### src/common/clint_pkg.sv
`default_nettype none

package clint_pkg;

  // Data and bus widths
  localparam int unsigned XLEN = 32;
  localparam int unsigned ADDR_W = 3;

  // Address bit that picks the upper half of a 64-bit register
  localparam int unsigned ADR_UPPER = 2;

  // Clocks per mtime increment
  localparam int unsigned TICK_CYCLES = 10;
  localparam int unsigned TICK_W = $clog2(TICK_CYCLES);
  localparam logic [TICK_W-1:0] TICK_LAST = TICK_W'(TICK_CYCLES - 1);

  typedef logic [XLEN-1:0] word_t;
  typedef logic [2*XLEN-1:0] dword_t;

  // Register select from address bits 1:0
  typedef enum logic [1:0] {
    SEL_MSIP     = 2'd0,
    SEL_NONE     = 2'd1,
    SEL_MTIME    = 2'd2,
    SEL_MTIMECMP = 2'd3
  } reg_sel_e;

  typedef enum logic [1:0] {
    ACK_IDLE,
    ACK_WAIT,
    ACK_DRIVE
  } ack_state_e;

  // Classic Wishbone request, master to slave
  typedef struct packed {
    logic              cyc;
    logic              stb;
    logic              we;
    logic [ADDR_W-1:0] adr;
    word_t             dat;
  } wb_req_t;

  typedef struct packed {
    word_t dat;
    logic  ack;
  } wb_rsp_t;

  // Interrupt levels to the hart
  typedef struct packed {
    logic msip;
    logic mtip;
  } irq_t;

endpackage

`default_nettype wire

### src/clint/clint_regs.sv
`timescale 1ns/1ns
`default_nettype none

module clint_regs (
  input  wire                     CLK_I,
  input  wire                     RST_I,
  input  wire clint_pkg::wb_req_t wb_req,
  input  wire clint_pkg::dword_t  mtime,
  output clint_pkg::wb_rsp_t      wb_rsp,
  output clint_pkg::word_t        msip,
  output clint_pkg::dword_t       mtimecmp,
  output logic                    mtime_load,
  output logic                    mtime_load_upper,
  output clint_pkg::word_t        mtime_load_data
);

  logic                  req;
  logic                  wr;
  logic                  upper;
  clint_pkg::reg_sel_e   sel;
  clint_pkg::word_t      rd_data;
  clint_pkg::ack_state_e ack_state;
  clint_pkg::ack_state_e ack_state_next;
  logic                  ack_q;

  // Bus decode
  assign req   = wb_req.cyc & wb_req.stb;
  assign wr    = req & wb_req.we;
  assign upper = wb_req.adr[clint_pkg::ADR_UPPER];
  assign sel   = clint_pkg::reg_sel_e'(wb_req.adr[1:0]);

  // msip and mtimecmp, written on every cycle the request is present
  always_ff @(posedge CLK_I or posedge RST_I) begin
    if (RST_I) begin
      msip     <= '0;
      mtimecmp <= '0;
    end else if (wr) begin
      case (sel)
        clint_pkg::SEL_MSIP: begin
          msip <= wb_req.dat;
        end
        clint_pkg::SEL_MTIMECMP: begin
          if (upper) begin
            mtimecmp[2*clint_pkg::XLEN-1:clint_pkg::XLEN] <= wb_req.dat;
          end else begin
            mtimecmp[clint_pkg::XLEN-1:0] <= wb_req.dat;
          end
        end
        default: begin
        end
      endcase
    end
  end

  // mtime itself lives in the timer, only the load is forwarded
  assign mtime_load       = wr && (sel == clint_pkg::SEL_MTIME);
  assign mtime_load_upper = upper;
  assign mtime_load_data  = wb_req.dat;

  // Read mux, follows the address directly
  always_comb begin
    case (sel)
      clint_pkg::SEL_MSIP: begin
        rd_data = msip;
      end
      clint_pkg::SEL_MTIME: begin
        rd_data = upper ? mtime[2*clint_pkg::XLEN-1:clint_pkg::XLEN]
                        : mtime[clint_pkg::XLEN-1:0];
      end
      clint_pkg::SEL_MTIMECMP: begin
        rd_data = upper ? mtimecmp[2*clint_pkg::XLEN-1:clint_pkg::XLEN]
                        : mtimecmp[clint_pkg::XLEN-1:0];
      end
      default: begin
        rd_data = '0;
      end
    endcase
  end

  // Ack sequencing
  // No new request is taken while ack is out, so a master that drops
  // stb right after ack gets exactly one transaction
  always_comb begin
    ack_state_next = ack_state;
    case (ack_state)
      clint_pkg::ACK_IDLE: begin
        if (req && !ack_q) begin
          ack_state_next = clint_pkg::ACK_WAIT;
        end
      end
      clint_pkg::ACK_WAIT: begin
        ack_state_next = clint_pkg::ACK_DRIVE;
      end
      clint_pkg::ACK_DRIVE: begin
        ack_state_next = clint_pkg::ACK_IDLE;
      end
      default: begin
        ack_state_next = clint_pkg::ACK_IDLE;
      end
    endcase
  end

  always_ff @(posedge CLK_I or posedge RST_I) begin
    if (RST_I) begin
      ack_state <= clint_pkg::ACK_IDLE;
      ack_q     <= 1'b0;
    end else begin
      ack_state <= ack_state_next;
      // Ack flop loads on leaving ACK_DRIVE
      ack_q     <= (ack_state == clint_pkg::ACK_DRIVE);
    end
  end

  assign wb_rsp.dat = rd_data;
  assign wb_rsp.ack = ack_q;

  ack_single_pulse: assert property (
    @(posedge CLK_I) disable iff (RST_I)
    wb_rsp.ack |=> !wb_rsp.ack
  );

endmodule

`default_nettype wire

### src/clint/clint_timer.sv
`timescale 1ns/1ns
`default_nettype none

module clint_timer (
  input  wire                    CLK_I,
  input  wire                    RST_I,
  input  wire                    load,
  input  wire                    load_upper,
  input  wire clint_pkg::word_t  load_data,
  output clint_pkg::dword_t      mtime
);

  logic [clint_pkg::TICK_W-1:0] prescale;
  logic                         tick;

  assign tick = (prescale == clint_pkg::TICK_LAST);

  // Prescaler, free running
  always_ff @(posedge CLK_I or posedge RST_I) begin
    if (RST_I) begin
      prescale <= '0;
    end else if (tick) begin
      prescale <= '0;
    end else begin
      prescale <= prescale + 1'b1;
    end
  end

  // mtime counter
  // A bus load wins over a tick in the same cycle
  always_ff @(posedge CLK_I or posedge RST_I) begin
    if (RST_I) begin
      mtime <= '0;
    end else if (load) begin
      if (load_upper) begin
        mtime[2*clint_pkg::XLEN-1:clint_pkg::XLEN] <= load_data;
      end else begin
        mtime[clint_pkg::XLEN-1:0] <= load_data;
      end
    end else if (tick) begin
      mtime <= mtime + clint_pkg::dword_t'(1);
    end
  end

  // Count only moves forward by single steps
  mtime_step: assert property (
    @(posedge CLK_I) disable iff (RST_I)
    !load |=> (mtime == $past(mtime)) ||
              (mtime == $past(mtime) + clint_pkg::dword_t'(1))
  );

endmodule

`default_nettype wire

### src/source/clint_irq.sv
`timescale 1ns/1ns
`default_nettype none

module clint_irq (
  input  wire                    CLK_I,
  input  wire                    RST_I,
  input  wire                    msip_bit,
  input  wire clint_pkg::dword_t mtime,
  input  wire clint_pkg::dword_t mtimecmp,
  output clint_pkg::irq_t        irq
);

  logic cmp_ge;

  // Unsigned 64-bit compare
  assign cmp_ge = (mtime >= mtimecmp);

  always_ff @(posedge CLK_I or posedge RST_I) begin
    if (RST_I) begin
      irq <= '0;
    end else begin
      irq.msip <= msip_bit;
      irq.mtip <= cmp_ge;
    end
  end

  // Timer level trails the compare by one cycle
  mtip_latency: assert property (
    @(posedge CLK_I) disable iff (RST_I)
    1'b1 |=> (irq.mtip == ($past(mtime) >= $past(mtimecmp)))
  );

endmodule

`default_nettype wire

### src/source/clint_top.sv
`timescale 1ns/1ns
`default_nettype none

module clint_top (
  input  wire                     CLK_I,
  input  wire                     RST_I,
  input  wire clint_pkg::wb_req_t wb_req,
  output clint_pkg::wb_rsp_t      wb_rsp,
  output clint_pkg::irq_t         irq,
  output clint_pkg::word_t        msip,
  output clint_pkg::dword_t       mtime,
  output clint_pkg::dword_t       mtimecmp
);

  logic             mtime_load;
  logic             mtime_load_upper;
  clint_pkg::word_t mtime_load_data;

  // Bus side
  clint_regs clint_regs_inst (
    .CLK_I            (CLK_I),
    .RST_I            (RST_I),
    .wb_req           (wb_req),
    .mtime            (mtime),
    .wb_rsp           (wb_rsp),
    .msip             (msip),
    .mtimecmp         (mtimecmp),
    .mtime_load       (mtime_load),
    .mtime_load_upper (mtime_load_upper),
    .mtime_load_data  (mtime_load_data)
  );

  clint_timer clint_timer_inst (
    .CLK_I      (CLK_I),
    .RST_I      (RST_I),
    .load       (mtime_load),
    .load_upper (mtime_load_upper),
    .load_data  (mtime_load_data),
    .mtime      (mtime)
  );

  // Only bit 0 of msip raises the software interrupt
  clint_irq clint_irq_inst (
    .CLK_I    (CLK_I),
    .RST_I    (RST_I),
    .msip_bit (msip[0]),
    .mtime    (mtime),
    .mtimecmp (mtimecmp),
    .irq      (irq)
  );

endmodule

`default_nettype wire

### config.mk
export PLATFORM = sky130hd
export DESIGN_NAME = clint_top
export DESIGN_NICKNAME = d
export VERILOG_FILES = /design/src/common/clint_pkg.sv /design/src/clint/clint_regs.sv /design/src/clint/clint_timer.sv /design/src/source/clint_irq.sv /design/src/source/clint_top.sv
export SDC_FILE = /design/constraint.sdc
export NUM_CORES = 1
export LEC_CHECK = 0
export BUFFER_PORTS_ARGS = -buffer_cell sky130_fd_sc_hd__clkbuf_2
export CAP_MARGIN = 20
export CORE_AREA = 2 2 168 170
export CTS_CLUSTER_SIZE = 10
export DETAILED_ROUTE_END_ITERATION = 10
export DIE_AREA = 0 0 170 172
export PLACE_DENSITY = 0.58
export SYNTH_ARGS = -nofsm -noshare
export SYNTH_HDL_FRONTEND = slang
export SYNTH_SLANG_ARGS = --single-unit
### constraint.sdc
create_clock -name CLK_I -period 7.3 [get_ports CLK_I]
set_clock_uncertainty 0.2 [all_clocks]
set_input_delay 1.46 -clock CLK_I [delete_from_list [all_inputs] [get_ports CLK_I]]
set_output_delay 1.46 -clock CLK_I [all_outputs]
set_load 0.02 [all_outputs]
==> impl_metrics.yaml <==
detailed_routing:
  viasPerCell: 5.85
  drc: 0
  drt-initial-drc-count: 669
  vias: 10100
  firstDrtPassIters: 5
  ant_nets: 0
  routed_wl_um: 37200
  wl_per_cell_um: 21.6
worst_setup_path:
  crit_start: "wb_req[34]"
  cpPeakStageDelay_ps: 590
  cp_top_family: "buffers and inverters"
  crit_top_cell: "clkbuf_2"
  critPathKind: "in -> out"
  crit_arrival_ps: 3470
  endpoint_kind: "output pin"
  required_ps: 5640
  path_buf_inv: 3
  startpoint_type: "input port"
  rr_startpoint: "clint_timer_inst.mtime[1]$_DFFE_PP0P_"
  worstPathCellList: "clkbuf_2, buf_4, mux4_2, nand2_1, o21ai_0, clkbuf_2"
  worst-r2r-setup-slack_ps: 3610
  crit_fanout: 30
  cpMaxStageDelayCell: "buf_4"
die:
  fp.dieW_um: 170
  dieArea_mm2: 0.0292
  start_util_pct: 39.6
  ioPinCount: 235
  die_h_um: 172
  core_mm2: 0.0275
  num_rows: 61
clock_tree:
  clk_latency_ps: 430
  hold_buffers: 0
  clk_pin_slew_worst_paths_ps: 70
  clockBufferDepth: 2
  cts_made_buffers: 17
  htree_levels: 4
  clkSinkCount: 169
  cts_tree: "yes"
  cts-root-buf: "clkbuf_16"
  post_cts_resized: 0
  post-cts-setup-buffers: 0
worst_hold_path:
  min_from: "clint_regs_inst.msip[0]$_DFFE_PP0P_"
  hp-class: "reg -> reg"
global_routing:
  grt_max_degree: 68
  grt_usage_pct: 25.6
  grt_pass1_wl_um: 56900
  grt_overflow_total: 0
  grt_pass1_vias: 9593
  antenna_found_initial: 1
sta:
  tightest_slew_ps: 1050
  tns_ps: 0
  fin_crit_sh_pct: 70.3
  rsz0062_at_grt: "false"
  setup_viol: 0
  hold_viol: 0
  fmax_ghz: 0.195
  slew_viol_final: 0
  hold_ws_ps: 223
  relSlewSlack_pct: 28.8
  period_minus_slack_ps: 5130
pwr:
  power_density_mw_per_mm2: 257
  p_clk_share_pct: 29.5
  swShare_pct: 37.8
  power_frac_seq_pct: 39.2
  power.switching_w: 0.00126
  pwr-share-comb_pct: 31.2
  p_leak_nw: 6.10
  p_int_w: 0.00207
  ir_drop_mv: 0.139
cells_and_area:
  final.fill_count: 2705
  area_growth_pct: 19.0
  drive_gt1_share_pct: 29.1
  fin_nets: 1469
  insertedDiodeCount: 0
synthesis:
  syn_area_mm2: 0.0109
  syn-num-nets: 1268
  ys_warn_count: 0
  seq_area_frac_synth_pct: 38.9
  avgSynthCellArea_um2: 9.36
  syn_inst: 1163
  synth_edf_count: 0
  synthFlopType: "dfrtp_1"
  ys_ff_latch: 169
  async_flop_share_pct: 100
  synth.distinct_cells: 70
placement:
  io_buffers: 234
  hpwl_um: 27000
  place.gp.congestion: 0.868
run:
  cap_violations: 0
run_status:
  run_status: "finished, final reports clean"
==> cell usage in the layout (no fill, tap or decap), types with 3 or more instances in the layout <==
cell type / netlist / final
a41oi_1: 7 / 7
and3_2: 4 / 4
o211ai_1: 6 / 6
o21ai_0: 88 / 87
inv_6: 0 / 7
o22a_1: 20 / 20
nand3_1: 32 / 32
o22ai_1: 19 / 19
nand2_1: 148 / 147
or3_1: 6 / 6
a31oi_1: 12 / 12
dfrtp_1: 169 / 169
o32ai_1: 3 / 3
inv_1: 74 / 73
a211oi_1: 10 / 10
and3_1: 20 / 20
nor2_1: 65 / 63
o31a_1: 4 / 4
o31ai_1: 3 / 3
o21a_1: 8 / 8
nand4_1: 36 / 36
mux2i_1: 11 / 11
clkbuf_16: 0 / 17
nor4_1: 6 / 6
nor3_1: 22 / 21
buf_4: 5 / 18
nor3_2: 2 / 3
clkbuf_2: 1 / 233
a21o_1: 8 / 8
and2_1: 3 / 3
and4_1: 13 / 13
mux4_2: 29 / 29
ha_1: 65 / 65
o2bb2a_1: 7 / 7
a31o_2: 3 / 3
bufinv_16: 0 / 3
nor2b_1: 4 / 4
a21oi_1: 86 / 86
mux2_2: 65 / 65
==> path summary, 6_finish.rpt <==
path                                                           to  cells past startpoint
setup / recovery                                       wb_rsp[20]                      6
hold / removal                    clint_irq_inst.irq[1]$_DFF_PP0_                      0
max in group asynchronous  clint_timer_inst.mtime[39]$_DFFE_PP0P_                      3
setup reg to reg           clint_timer_inst.mtime[62]$_DFFE_PP0P_                      7
min in group asynchronous    clint_regs_inst.msip[29]$_DFFE_PP0P_                      2
hold reg to reg                   clint_irq_inst.irq[1]$_DFF_PP0_                      0
==> flip-flops by register name, summed over array words and instances, names as in the netlist <==
register / cells
clint_timer_inst.mtime: 64
clint_regs_inst.ack_q: 1
clint_irq_inst.irq: 2
clint_timer_inst.prescale: 4
clint_regs_inst.msip: 32
clint_regs_inst.mtimecmp: 64
clint_regs_inst.ack_state: 2
==> stage by stage <==
step           cell area, µm²  power, W  worst slack, ps  std cells  util [%]
4_1_cts                 12900   0.00336             2140       1721      47.1
2_1_floorplan           10900   0.00196             1060       1163         -
3_3_place_gp            12300   0.00234             2170       1689      44.8
6_report                13000   0.00332             2170       1723      47.2
5_1_grt                 13000   0.00351             2030       1723      47.2
3_5_place_dp            12300   0.00236             2140       1689      44.8
==> kinds of logic after synthesis <==
kind of cell | Yosys count | share of synthesized area (%)
xor+xnor | 1 | 0.0805
compound gates | 303 | 17.3
mux | 105 | 13.7
flops | 169 | 38.9
fa+ha+maj | 65 | 7.47
buf+inv | 145 | 5.62
simple gates | 375 | 16.9
==> power by group through the flow <==
stage / Sequential [W] / Combinational (W) / Clock, W
after global routing: 0.00133 / 0.00115 / 0.00104
final: 0.00130 / 0.00104 / 0.000982
after detailed placement: 0.00132 / 0.00104 / 0
after CTS: 0.00131 / 0.00105 / 0.00100
after floorplan: 0.00145 / 0.000509 / 0
after global placement: 0.00132 / 0.00103 / 0
==> worst register-to-register path, stage by stage (launching register included) <==
cell      delay (ps)
dfrtp_1          480
ha_1             250
nand3_1          230
nor3_1           620
nand4_1          590
nor3_1           810
a311oi_1         200
nor3_1           220
==> cell type report <==
class / instances / area [µm²] / area share [%]
clock buffer: 19 / 443 / 3.42
clock inverter: 13 / 178 / 1.37
inverter: 74 / 283 / 2.18
multi-input combinational: 849 / 6080 / 46.9
sequential: 169 / 4230 / 32.6
tap: 346 / 433 / 3.34
timing repair buffer: 253 / 1320 / 10.2
==> cells in the mapped netlist (5+ instances only) <==
cell type / n / share of area [%]
o21ai_0: 88 / 4.0
mux2i_1: 11 / 1.0
mux2_2: 65 / 6.7
a41oi_1: 7 / 0.56
and4_1: 13 / 1.0
o2bb2a_1: 7 / 0.64
dfrtp_1: 169 / 39
ha_1: 65 / 7.5
nor4_1: 6 / 0.34
nor3_1: 22 / 1.0
a21oi_1: 86 / 4.0
a21o_1: 8 / 0.55
mux4_2: 29 / 6.0
o22ai_1: 19 / 1.1
nand2_1: 148 / 5.1
o21a_1: 8 / 0.55
a211oi_1: 10 / 0.69
nand3_1: 32 / 1.5
clkbuf_1: 44 / 1.5
buf_4: 5 / 0.34
inv_1: 74 / 2.6
and3_1: 20 / 1.1
buf_1: 12 / 0.41
nor2_1: 65 / 2.2
o211ai_1: 6 / 0.41
or3_1: 6 / 0.34
a31oi_1: 12 / 0.69
nand4_1: 36 / 2.1
o22a_1: 20 / 1.6
==> routing by layer <==
metal | up-vias | wire length, µm | global-route usage, %
li1 | 4694 | - | -
met1 | 4982 | 17000 | 35.2
met2 | 364 | 17200 | 41.4
met3 | 45 | 2340 | 5.17
met4 | 2 | 674 | 6.69
met5 | - | 16 | 0
Note: power is estimated with default switching activity, not from simulation.
